===== src/verilog/motion_pkg.sv =====
// Host words are fixed at 64 bits; DDA terms are 64-bit signed fixed point with 64 fraction bits
`default_nettype none

package motion_pkg;

  localparam int WORD_BITS     = 64;
  localparam int DDA_BITS      = 64;  // Reported by channel info
  localparam int DURATION_BITS = 32;

  // One transfer in either direction
  typedef logic [WORD_BITS-1:0] word_t;

  // Command byte, word bits 63:56
  typedef logic [7:0] header_t;

  // Move length in DDA ticks
  typedef logic [DURATION_BITS-1:0] duration_t;

  // Velocity, acceleration and accumulator
  typedef logic signed [DDA_BITS-1:0] dda_t;

  // Tick period is divisor+1 clocks
  typedef logic [7:0] divisor_t;

  localparam header_t CMD_COORDINATED_STEP = 8'h01;
  localparam header_t CMD_MOTOR_ENABLE     = 8'h0a;
  localparam header_t CMD_MOTOR_BRAKE      = 8'h0b;
  localparam header_t CMD_CLK_DIVISOR      = 8'h20;
  localparam header_t CMD_CHANNEL_INFO     = 8'hfd;

  // Word position inside a coordinated move
  typedef enum logic [1:0] {
    idle_header,     // Expecting a command header
    move_duration,
    move_increment,
    move_accel
  } decoder_state_t;

  // Playback of the move at the buffer head
  typedef enum logic [1:0] {
    idle,
    load,      // Axes copy their start velocity
    execute,
    finish     // Pulses move_done and pop
  } sequencer_state_t;

endpackage

`default_nettype wire


===== src/verilog/command_decoder.sv =====
// resetn is synchronous and active high; the last word of a move stalls while the buffer is full
`default_nettype none
`timescale 1ns/10ps

module command_decoder #(
  parameter int NUM_MOTORS      = 2,
  parameter int BUFFER_SIZE     = 2,
  parameter int DEFAULT_DIVISOR = 32
) (
  input  wire                         CLK,
  input  wire                         resetn,
  input  wire motion_pkg::word_t      word_data,
  input  wire                         word_valid,
  input  wire                         full,
  output wire                         word_ready,
  output motion_pkg::word_t           reply_data,
  output logic [NUM_MOTORS-1:0]       enable,
  output logic [NUM_MOTORS-1:0]       brake,
  output motion_pkg::divisor_t        divisor,
  output logic                        push,
  output logic [NUM_MOTORS-1:0]       entry_dir,
  output motion_pkg::duration_t       entry_duration,
  output motion_pkg::dda_t            entry_increment [NUM_MOTORS],
  output motion_pkg::dda_t            entry_accel [NUM_MOTORS]
);

  localparam int AXIS_BITS = (NUM_MOTORS > 1) ? $clog2(NUM_MOTORS) : 1;
  localparam logic [AXIS_BITS-1:0] LAST_AXIS = AXIS_BITS'(NUM_MOTORS - 1);

  motion_pkg::decoder_state_t state;
  logic [AXIS_BITS-1:0]       axis;      // Axis whose terms are arriving
  motion_pkg::header_t        header;
  motion_pkg::word_t          channel_info;
  wire                        last_word;
  wire                        accept;

  assign header = word_data[motion_pkg::WORD_BITS-1 -: 8];

  // Final accel word of a move is the only one that needs a free slot
  assign last_word  = (state == motion_pkg::move_accel) && (axis == LAST_AXIS);
  assign word_ready = !(last_word && full);
  assign accept     = word_valid && word_ready;

  assign channel_info = {40'd0, 8'(motion_pkg::DDA_BITS), 8'(BUFFER_SIZE), 8'(NUM_MOTORS)};

  always_ff @(posedge CLK) begin
    if (resetn) begin
      state      <= motion_pkg::idle_header;
      axis       <= '0;
      enable     <= '0;
      brake      <= '0;
      divisor    <= motion_pkg::divisor_t'(DEFAULT_DIVISOR);
      push       <= 1'b0;
      reply_data <= '0;
    end else begin
      push <= 1'b0;
      if (accept) begin
        reply_data <= '0;  // Only channel info answers with data
        case (state)
          motion_pkg::idle_header: begin
            case (header)
              motion_pkg::CMD_COORDINATED_STEP: state <= motion_pkg::move_duration;
              motion_pkg::CMD_MOTOR_ENABLE:     enable <= word_data[NUM_MOTORS-1:0];
              motion_pkg::CMD_MOTOR_BRAKE:      brake <= word_data[NUM_MOTORS-1:0];
              motion_pkg::CMD_CLK_DIVISOR:      divisor <= word_data[7:0];
              motion_pkg::CMD_CHANNEL_INFO:     reply_data <= channel_info;
              default:                          reply_data <= '0;  // Unknown header dropped
            endcase
          end
          motion_pkg::move_duration: begin
            axis  <= '0;
            state <= motion_pkg::move_increment;
          end
          motion_pkg::move_increment: begin
            state <= motion_pkg::move_accel;
          end
          motion_pkg::move_accel: begin
            if (axis == LAST_AXIS) begin
              push  <= 1'b1;  // Entry complete, hand it to the buffer
              state <= motion_pkg::idle_header;
            end else begin
              axis  <= axis + 1'b1;
              state <= motion_pkg::move_increment;
            end
          end
          default: state <= motion_pkg::idle_header;
        endcase
      end
    end
  end

  // Move being assembled
  always_ff @(posedge CLK) begin
    if (accept) begin
      case (state)
        motion_pkg::idle_header: begin
          if (header == motion_pkg::CMD_COORDINATED_STEP) begin
            entry_dir <= word_data[NUM_MOTORS-1:0];
          end
        end
        motion_pkg::move_duration:  entry_duration <= word_data[31:0];
        motion_pkg::move_increment: entry_increment[axis] <= word_data;
        motion_pkg::move_accel:     entry_accel[axis] <= word_data;
      endcase
    end
  end

  // The stall on the last word must keep every push clear of a full buffer
  push_not_full_a: assert property (@(posedge CLK) disable iff (resetn)
    push |-> !full);

endmodule

`default_nettype wire


===== src/verilog/dda_axis.sv =====
// resetn is synchronous and active high; the accumulator treats velocity as unsigned, so use non-negative rates
`default_nettype none
`timescale 1ns/10ps

module dda_axis (
  input  wire                    CLK,
  input  wire                    resetn,
  input  wire                    dda_tick,
  input  wire                    loading,
  input  wire                    executing,
  input  wire motion_pkg::dda_t  increment,
  input  wire motion_pkg::dda_t  accel,
  output logic                   step
);

  localparam int DB = motion_pkg::DDA_BITS;

  motion_pkg::dda_t velocity;
  logic [DB-1:0]    accum;
  wire  [DB:0]      sum;       // Top bit is the carry out
  wire              advance;

  assign advance = dda_tick && executing;
  assign sum     = {1'b0, accum} + {1'b0, velocity};

  always_ff @(posedge CLK) begin
    if (loading) begin
      velocity <= increment;  // Start velocity of the move
      accum    <= '0;
    end else if (advance) begin
      accum    <= sum[DB-1:0];
      velocity <= velocity + accel;
    end
  end

  // Each carry is one step, seen the cycle after the tick
  always_ff @(posedge CLK) begin
    if (resetn) begin
      step <= 1'b0;
    end else begin
      step <= advance && sum[DB];
    end
  end

endmodule

`default_nettype wire


===== src/verilog/motion_controller.sv =====
// resetn is synchronous and active high; NUM_MOTORS is 1 to 8 and BUFFER_SIZE is 2 or more
`default_nettype none
`timescale 1ns/10ps

module motion_controller #(
  parameter int NUM_MOTORS      = 2,
  parameter int BUFFER_SIZE     = 2,
  parameter int DEFAULT_DIVISOR = 32
) (
  input  wire                     CLK,
  input  wire                     resetn,
  input  wire motion_pkg::word_t  word_data,
  input  wire                     word_valid,
  output wire                     word_ready,
  output motion_pkg::word_t       reply_data,
  output wire [NUM_MOTORS-1:0]    step,
  output logic [NUM_MOTORS-1:0]   dir,
  output wire [NUM_MOTORS-1:0]    enable,
  output wire [NUM_MOTORS-1:0]    brake,
  output wire                     buffer_dtr,
  output wire                     move_done
);

  wire                        push;
  wire                        pop;
  wire                        full;
  wire                        empty;
  wire                        dda_tick;
  wire                        loading;
  wire                        executing;
  wire motion_pkg::divisor_t  divisor;
  wire [NUM_MOTORS-1:0]       entry_dir;
  wire [NUM_MOTORS-1:0]       head_dir;
  wire motion_pkg::duration_t entry_duration;
  wire motion_pkg::duration_t head_duration;
  wire motion_pkg::dda_t      entry_increment [NUM_MOTORS];
  wire motion_pkg::dda_t      entry_accel [NUM_MOTORS];
  wire motion_pkg::dda_t      head_increment [NUM_MOTORS];
  wire motion_pkg::dda_t      head_accel [NUM_MOTORS];

  command_decoder #(
    .NUM_MOTORS(NUM_MOTORS), .BUFFER_SIZE(BUFFER_SIZE), .DEFAULT_DIVISOR(DEFAULT_DIVISOR)
  ) u_decoder (
    .CLK(CLK), .resetn(resetn), .word_data(word_data), .word_valid(word_valid),
    .full(full), .word_ready(word_ready), .reply_data(reply_data), .enable(enable),
    .brake(brake), .divisor(divisor), .push(push), .entry_dir(entry_dir),
    .entry_duration(entry_duration), .entry_increment(entry_increment),
    .entry_accel(entry_accel)
  );

  move_buffer #(.NUM_MOTORS(NUM_MOTORS), .BUFFER_SIZE(BUFFER_SIZE)) u_buffer (
    .CLK(CLK), .resetn(resetn), .push(push), .entry_dir(entry_dir),
    .entry_duration(entry_duration), .entry_increment(entry_increment),
    .entry_accel(entry_accel), .pop(pop), .head_dir(head_dir),
    .head_duration(head_duration), .head_increment(head_increment),
    .head_accel(head_accel), .full(full), .empty(empty)
  );

  move_sequencer #(.DEFAULT_DIVISOR(DEFAULT_DIVISOR)) u_sequencer (
    .CLK(CLK), .resetn(resetn), .divisor(divisor), .empty(empty),
    .head_duration(head_duration), .dda_tick(dda_tick), .loading(loading),
    .executing(executing), .move_done(move_done), .pop(pop)
  );

  for (genvar i = 0; i < NUM_MOTORS; i++) begin : g_axis
    dda_axis u_axis (
      .CLK(CLK), .resetn(resetn), .dda_tick(dda_tick), .loading(loading),
      .executing(executing), .increment(head_increment[i]), .accel(head_accel[i]),
      .step(step[i])
    );
  end

  assign buffer_dtr = !full;

  // Set during load so dir is valid for the whole move, held between moves
  always_ff @(posedge CLK) begin
    if (resetn) begin
      dir <= '0;
    end else if (loading || executing) begin
      dir <= head_dir;
    end
  end

endmodule

`default_nettype wire


===== src/verilog/move_buffer.sv =====
// resetn is synchronous and active high; the writer must not push when full nor the reader pop when empty
`default_nettype none
`timescale 1ns/10ps

module move_buffer #(
  parameter int NUM_MOTORS  = 2,
  parameter int BUFFER_SIZE = 2
) (
  input  wire                         CLK,
  input  wire                         resetn,
  input  wire                         push,
  input  wire [NUM_MOTORS-1:0]        entry_dir,
  input  wire motion_pkg::duration_t  entry_duration,
  input  wire motion_pkg::dda_t       entry_increment [NUM_MOTORS],
  input  wire motion_pkg::dda_t       entry_accel [NUM_MOTORS],
  input  wire                         pop,
  output wire [NUM_MOTORS-1:0]        head_dir,
  output motion_pkg::duration_t       head_duration,
  output motion_pkg::dda_t            head_increment [NUM_MOTORS],
  output motion_pkg::dda_t            head_accel [NUM_MOTORS],
  output logic                        full,
  output logic                        empty
);

  localparam int PTR_BITS   = $clog2(BUFFER_SIZE);
  localparam int COUNT_BITS = $clog2(BUFFER_SIZE + 1);
  localparam logic [PTR_BITS-1:0] LAST_SLOT = PTR_BITS'(BUFFER_SIZE - 1);

  logic [NUM_MOTORS-1:0] mem_dir [BUFFER_SIZE];
  motion_pkg::duration_t mem_duration [BUFFER_SIZE];
  motion_pkg::dda_t      mem_increment [BUFFER_SIZE][NUM_MOTORS];
  motion_pkg::dda_t      mem_accel [BUFFER_SIZE][NUM_MOTORS];
  logic [PTR_BITS-1:0]   wr_ptr;
  logic [PTR_BITS-1:0]   rd_ptr;
  logic [COUNT_BITS-1:0] count;       // Moves held
  logic [COUNT_BITS-1:0] count_next;

  always_comb begin
    count_next = count;
    if (push && !pop) begin
      count_next = count + 1'b1;
    end else if (pop && !push) begin
      count_next = count - 1'b1;
    end
  end

  always_ff @(posedge CLK) begin
    if (resetn) begin
      wr_ptr <= '0;
      rd_ptr <= '0;
      count  <= '0;
      full   <= 1'b0;
      empty  <= 1'b1;
    end else begin
      if (push) wr_ptr <= (wr_ptr == LAST_SLOT) ? '0 : wr_ptr + 1'b1;
      if (pop) rd_ptr <= (rd_ptr == LAST_SLOT) ? '0 : rd_ptr + 1'b1;
      count <= count_next;
      full  <= (count_next == COUNT_BITS'(BUFFER_SIZE));
      empty <= (count_next == '0);
    end
  end

  always_ff @(posedge CLK) begin
    if (push) begin
      mem_dir[wr_ptr]       <= entry_dir;
      mem_duration[wr_ptr]  <= entry_duration;
      mem_increment[wr_ptr] <= entry_increment;
      mem_accel[wr_ptr]     <= entry_accel;
    end
  end

  // Oldest move, read straight from the slot
  assign head_dir       = mem_dir[rd_ptr];
  assign head_duration  = mem_duration[rd_ptr];
  assign head_increment = mem_increment[rd_ptr];
  assign head_accel     = mem_accel[rd_ptr];

  no_overflow_a: assert property (@(posedge CLK) disable iff (resetn) full |-> !push);
  no_underflow_a: assert property (@(posedge CLK) disable iff (resetn) empty |-> !pop);

endmodule

`default_nettype wire


===== src/verilog/move_sequencer.sv =====
// resetn is synchronous and active high; a new divisor takes effect at the next tick reload
`default_nettype none
`timescale 1ns/10ps

module move_sequencer #(
  parameter int DEFAULT_DIVISOR = 32
) (
  input  wire                         CLK,
  input  wire                         resetn,
  input  wire motion_pkg::divisor_t   divisor,
  input  wire                         empty,
  input  wire motion_pkg::duration_t  head_duration,
  output logic                        dda_tick,
  output wire                         loading,
  output wire                         executing,
  output wire                         move_done,
  output wire                         pop
);

  localparam int DW = $bits(motion_pkg::duration_t);

  motion_pkg::divisor_t         tick_count;
  motion_pkg::sequencer_state_t state;
  motion_pkg::duration_t        ticks_done;  // Ticks played of the current move
  wire [DW:0]                   ticks_next;
  wire                          last_tick;

  // Down counter reloads from divisor, one tick per divisor+1 clocks
  always_ff @(posedge CLK) begin
    if (resetn) begin
      tick_count <= motion_pkg::divisor_t'(DEFAULT_DIVISOR);
      dda_tick   <= 1'b0;
    end else if (tick_count == '0) begin
      tick_count <= divisor;
      dda_tick   <= 1'b1;
    end else begin
      tick_count <= tick_count - 1'b1;
      dda_tick   <= 1'b0;
    end
  end

  // Zero duration still plays a single tick
  assign ticks_next = {1'b0, ticks_done} + 1'b1;
  assign last_tick  = ticks_next >= {1'b0, head_duration};

  always_ff @(posedge CLK) begin
    if (resetn) begin
      state      <= motion_pkg::idle;
      ticks_done <= '0;
    end else begin
      case (state)
        motion_pkg::idle: begin
          if (!empty) state <= motion_pkg::load;
        end
        motion_pkg::load: begin
          ticks_done <= '0;
          state      <= motion_pkg::execute;
        end
        motion_pkg::execute: begin
          if (dda_tick) begin
            ticks_done <= ticks_next[DW-1:0];
            if (last_tick) state <= motion_pkg::finish;
          end
        end
        motion_pkg::finish: state <= motion_pkg::idle;
        default:            state <= motion_pkg::idle;
      endcase
    end
  end

  assign loading   = (state == motion_pkg::load);
  assign executing = (state == motion_pkg::execute);
  assign move_done = (state == motion_pkg::finish);
  assign pop       = (state == motion_pkg::finish);  // Release the slot as the move ends

  // The head move must not change under the sequencer while it plays
  head_stable_a: assert property (@(posedge CLK) disable iff (resetn)
    executing |-> $stable(head_duration));

endmodule

`default_nettype wire

===== config.mk =====
export PLATFORM = sky130hd
export DESIGN_NAME = motion_controller
export DESIGN_NICKNAME = d
export VERILOG_FILES = /design/src/verilog/motion_pkg.sv /design/src/verilog/command_decoder.sv /design/src/verilog/dda_axis.sv /design/src/verilog/motion_controller.sv /design/src/verilog/move_buffer.sv /design/src/verilog/move_sequencer.sv
export SDC_FILE = /design/constraint.sdc
export NUM_CORES = 2
export LEC_CHECK = 0
export BUFFER_PORTS_ARGS = -buffer_cell sky130_fd_sc_hd__buf_4
export CAP_MARGIN = 40
export CORE_UTILIZATION = 45
export CTS_CLUSTER_DIAMETER = 100
export DETAILED_ROUTE_END_ITERATION = 7
export GPL_ROUTABILITY_DRIVEN = 0
export SETUP_SLACK_MARGIN = 0.2
export SYNTH_ARGS = -nofsm -noshare
export SYNTH_HDL_FRONTEND = slang
export SYNTH_SLANG_ARGS = --single-unit

===== constraint.sdc =====
create_clock -name CLK -period 13.3 [get_ports CLK]
set_clock_uncertainty 0.1 [all_clocks]
set_input_delay 1.33 -clock CLK [delete_from_list [all_inputs] [get_ports CLK]]
set_output_delay 1.33 -clock CLK [all_outputs]
set_load 0.01 [all_outputs]

==> summary.md <==
| Metric | Value |
|---|---|
| First-pass GRT wire length | `218000 um` |
| Tot GR Track Use | `22.1%` |
| Post-synthesis cell type with the largest combined area | `sky130_fd_sc_hd__edfxtp_1` |
| Type of the setup path with the least slack | `reg -> reg` |
| Maximum capacitance violations | `0` |
| 1st-iter DRT viols | `3460` |
| Worst-path clk slew | `0.06 ns` |
| Cells resized by post-CTS repair | `0` |
| Initial standard-cell utilization of the core | `45.5%` |
| Sequential share of the synthesized area | `59.1%` |
| Share of layout cells above drive strength 1 | `10.7%` |
| Number of core rows | `130` |
| Placed wire-length estimate | `98700 um` |
| Result of the run | `finished clean` |
| Post-Route WL | `144000 um` |
| Die Ht | `359 um` |
| Vias | `37200` |
| Type of destination of the critical path | `register` |
| Final count of hold timing violations | `0` |
| Cell leakage power | `0.0231 uW` |
| Maximum number of pins on one net before global-route repair | `148` |
| Number of DRC violations after detailed routing | `0` |
| Min Tclk post-route | `6.33 ns` |
| Buffers plus inverters on the worst setup path | `2` |
| Transition time at the pin with the least slew margin | `0.979 ns` |
| Required time of the worst setup path | `13.69 ns` |
| Number of sinks handled by clock tree synthesis | `1197` |
| Setup repair after global routing missed its margin | `false` |
| Num CTS Buffers | `131` |
| Number of warnings reported in the yosys synthesis log | `0` |
| Cell occurring most often along the worst timing path | `sky130_fd_sc_hd__nand4_1` |
| Flip-flop and latch count after synthesis | `1197` |
| Via density per instance | `5.69` |
| Final core utilization | `50.6%` |
| Die ar. | `129000 sq um` |
| Number of antenna violations at the first check in global routing | `20` |
| Area share of the leading cell type in the synthesized netlist | `52.1%` |
| Class of the most critical hold timing path | `reg -> reg` |
| Crit-path leading delay family | `compound AO/OA/AOI/OAI gates` |
| Vias in the first global route | `35800` |
| Count of buffers from port buffering | `80` |
| Fin nets | `5160` |
| EDFF count, synth | `998` |
| Endpoint of the worst hold-timing path | `u_buffer.mem_accel[1][110]` |
| I/O pins | `142` |
| First drt pass iteration count | `6` |
| Clock latency of the later-clocked register in the worst-skew pair | `0.76 ns` |
| Master cell of the clock root buffer | `sky130_fd_sc_hd__clkbuf_16` |
| Ordered list of cells on the worst path | `buf_4, buf_12, mux2_2, ha_1, nand4_1, nor3_1, nand4_1, a311oi_1, nor4_2, o21ai_2, a21boi_1, o21ai_1, a21boi_0, o211a_1, o31a_1` |
| Number of routed nets with antenna violations | `0` |
| Synth-to-layout area growth | `11.2%` |
| Area taken by flip-flops and latches | `34000 sq um` |
| Die width | `359 um` |
| Largest cells by area after synthesis | `sky130_fd_sc_hd__edfxtp_1 (52%), sky130_fd_sc_hd__dfxtp_1 (6.9%), sky130_fd_sc_hd__ha_1 (6.4%)` |
| Startpoint kind of the worst setup timing path | `register` |
| Post-Syn Area per Cell | `12.1 sq um` |
| CP max stage cell | `sky130_fd_sc_hd__buf_4` |
| Placeable Area | `126000 sq um` |
| Remaining max-slew budget at the tightest pin | `34.7%` |
| Worst hold path cell count | `0` |
| Count of cell types in the netlist | `93` |
| Final-layout setup total negative slack | `0 ns` |
| R2r endpoint | `g_axis[0].u_axis.velocity[63]` |
| Post-route fraction of the period consumed by the critical path | `47.6%` |
| Count of mapped cells out of synthesis | `4737` |
| GR Overflow Total | `0` |
| Final Max Tran Viols | `0` |
| Post-CTS setup repair buffer count | `0` |
| Max Fanout on Critical Path | `112` |
| Startpoint of the lowest-slack hold path | `u_decoder.entry_accel[110]` |
| Maximum clock frequency | `158 MHz` |
| Depth of the most critical reg-to-reg path | `15` |
| Cell area after technology mapping | `57500 sq um` |
| Number of buffers on the longest clock path | `3` |
| Worst reg-to-reg setup slack | `6.97 ns` |
| H-tree lvl count | `4` |
| Clock tree from TritonCTS | `built` |
| Routed wire per std cell | `21.9 um` |
| Main synth FF type | `sky130_fd_sc_hd__edfxtp_1` |
| Total power per unit cell area | `149 nW/um^2` |
| Number of fillers in the final layout | `11000` |
| Setup violators final | `0` |
| Largest voltage drop on the vdd net | `129 uV` |
| Hold-fix buffer count after cts | `0` |
| Peak per-stage delay on the critical path | `0.77 ns` |
| Share of flip-flops with an asynchronous set or reset | `0%` |
| Area taken by multi-input logic gates | `22300 sq um` |
| Arrival time at the worst endpoint | `6.72 ns` |
## cells in the final DEF, fill, tap and decap left out, types with 35 or more instances in the layout
cell / instances
sky130_fd_sc_hd__conb_1: 61
sky130_fd_sc_hd__clkbuf_16: 136
sky130_fd_sc_hd__xnor2_1: 159
sky130_fd_sc_hd__xor2_1: 98
sky130_fd_sc_hd__dfxtp_1: 198
sky130_fd_sc_hd__edfxtp_1: 998
sky130_fd_sc_hd__nand2b_1: 35
sky130_fd_sc_hd__ha_1: 293
sky130_fd_sc_hd__nor3_1: 53
sky130_fd_sc_hd__a21o_1: 163
sky130_fd_sc_hd__mux2_2: 154
sky130_fd_sc_hd__a31oi_1: 46
sky130_fd_sc_hd__nand3_1: 68
sky130_fd_sc_hd__a21oi_1: 426
sky130_fd_sc_hd__nand2_1: 431
sky130_fd_sc_hd__nand4_1: 74
sky130_fd_sc_hd__mux2i_1: 134
sky130_fd_sc_hd__buf_4: 110
sky130_fd_sc_hd__o21bai_1: 50
sky130_fd_sc_hd__o21ai_0: 264
sky130_fd_sc_hd__inv_1: 82
sky130_fd_sc_hd__nor2_1: 290
sky130_fd_sc_hd__a211oi_1: 55
## cell type report
class	instances	share of cell area [%]
multi-input combinational	3259	34.9
tap	1650	3.23
clock inverter	71	1.08
timing repair buffer	122	1.69
sequential	1197	53.1
inverter	84	0.501
antenna	1	0.00391
clock buffer	163	5.50
## Yosys cell counts, types with 6 or more instances
master	n
sky130_fd_sc_hd__edfxtp_1	998
sky130_fd_sc_hd__nand2_1	432
sky130_fd_sc_hd__a21oi_1	426
sky130_fd_sc_hd__nor2_1	298
sky130_fd_sc_hd__ha_1	294
sky130_fd_sc_hd__o21ai_0	264
sky130_fd_sc_hd__dfxtp_1	199
sky130_fd_sc_hd__a21o_1	163
sky130_fd_sc_hd__clkbuf_1	161
sky130_fd_sc_hd__xnor2_1	159
sky130_fd_sc_hd__mux2_2	154
sky130_fd_sc_hd__mux2i_1	134
sky130_fd_sc_hd__xor2_1	98
sky130_fd_sc_hd__inv_1	83
sky130_fd_sc_hd__nand4_1	74
sky130_fd_sc_hd__nand3_1	68
sky130_fd_sc_hd__buf_4	65
sky130_fd_sc_hd__a211oi_1	55
sky130_fd_sc_hd__nor3_1	53
sky130_fd_sc_hd__o21bai_1	50
sky130_fd_sc_hd__a31oi_1	46
sky130_fd_sc_hd__nand2b_1	35
sky130_fd_sc_hd__nor2b_1	33
sky130_fd_sc_hd__o21a_1	32
sky130_fd_sc_hd__and3_1	26
sky130_fd_sc_hd__a22o_1	25
sky130_fd_sc_hd__o211ai_1	25
sky130_fd_sc_hd__o31ai_1	24
sky130_fd_sc_hd__buf_1	22
sky130_fd_sc_hd__and2_1	18
sky130_fd_sc_hd__o21ai_1	17
sky130_fd_sc_hd__a211o_1	14
sky130_fd_sc_hd__or3_1	14
sky130_fd_sc_hd__a21boi_0	13
sky130_fd_sc_hd__or2_2	10
sky130_fd_sc_hd__a221oi_1	8
sky130_fd_sc_hd__buf_2	8
sky130_fd_sc_hd__a311oi_1	7
sky130_fd_sc_hd__and4_1	7
sky130_fd_sc_hd__nand3b_1	7
sky130_fd_sc_hd__o31a_1	7
sky130_fd_sc_hd__a41oi_1	6
## per-layer routing
| metal | routed length [um] | track usage, % | vias up |
|---|---|---|---|
| li1 | - | - | 17800 |
| met1 | 67900 | 32.5 | 18100 |
| met2 | 62600 | 33.2 | 1143 |
| met3 | 9510 | 4.05 | 214 |
| met4 | 3510 | 6.51 | 0 |
| met5 | 0 | 0 | - |
## cells by family (layout without fill, tap and decap cells)
logic type | after synthesis | count (layout) | synth area share, %
flops | 1197 | 1197 | 59.1
xor+xnor | 257 | 257 | 3.92
mux | 288 | 288 | 5.35
buf+inv | 341 | 440 | 2.67
compound gates | 1250 | 1250 | 13.7
fa+ha+maj | 298 | 298 | 6.54
simple gates | 1105 | 1105 | 8.74
other cells | 1 | 62 | 0.00652
## metrics by stage
stage	area, sq um	power [uW]	hold WS [ns]	setup WS, ns	std cells
after floorplan	57700	5510	0.321	4.74	4797
after global placement	59500	5940	0.322	6.84	6303
after detailed placement	59700	5960	0.329	6.99	6311
after CTS	63900	9560	0.339	6.94	6545
after global routing	63900	9900	0.345	6.60	6546
final	63900	9500	0.336	6.97	6547
## sequential cells by signal (all words and copies together), names as in the netlist, 4 cells and up, named ones only
register	count
u_sequencer.tick_count	8
u_buffer.mem_dir	4
u_decoder.entry_duration	32
u_decoder.entry_accel	128
g_axis.u_axis.velocity	128
g_axis.u_axis.accum	128
u_buffer.mem_accel	256
u_sequencer.ticks_done	32
u_buffer.mem_increment	256
u_decoder.divisor	8
u_buffer.mem_duration	64
u_decoder.entry_increment	128
## how the worst max path moves through the flow
stage               depth (start not counted)                             to  slack (ns)
floorplan                                   1       u_buffer.mem_accel[0][0]        4.74
global placement                           15  g_axis[0].u_axis.velocity[62]        6.84
detailed placement                         15  g_axis[0].u_axis.velocity[61]        6.99
CTS                                        15  g_axis[0].u_axis.velocity[63]        6.94
global route                               15  g_axis[0].u_axis.velocity[61]        6.60
finish                                     15  g_axis[0].u_axis.velocity[63]        6.97
## where the power goes
part,total [uW],switching [uW],internal [uW]
sequential,4300,86.7,4220
clock,3590,1480,2110
combinational,1600,1040,566
total,9500,2600,6890
(Power assumes the default switching activity.)
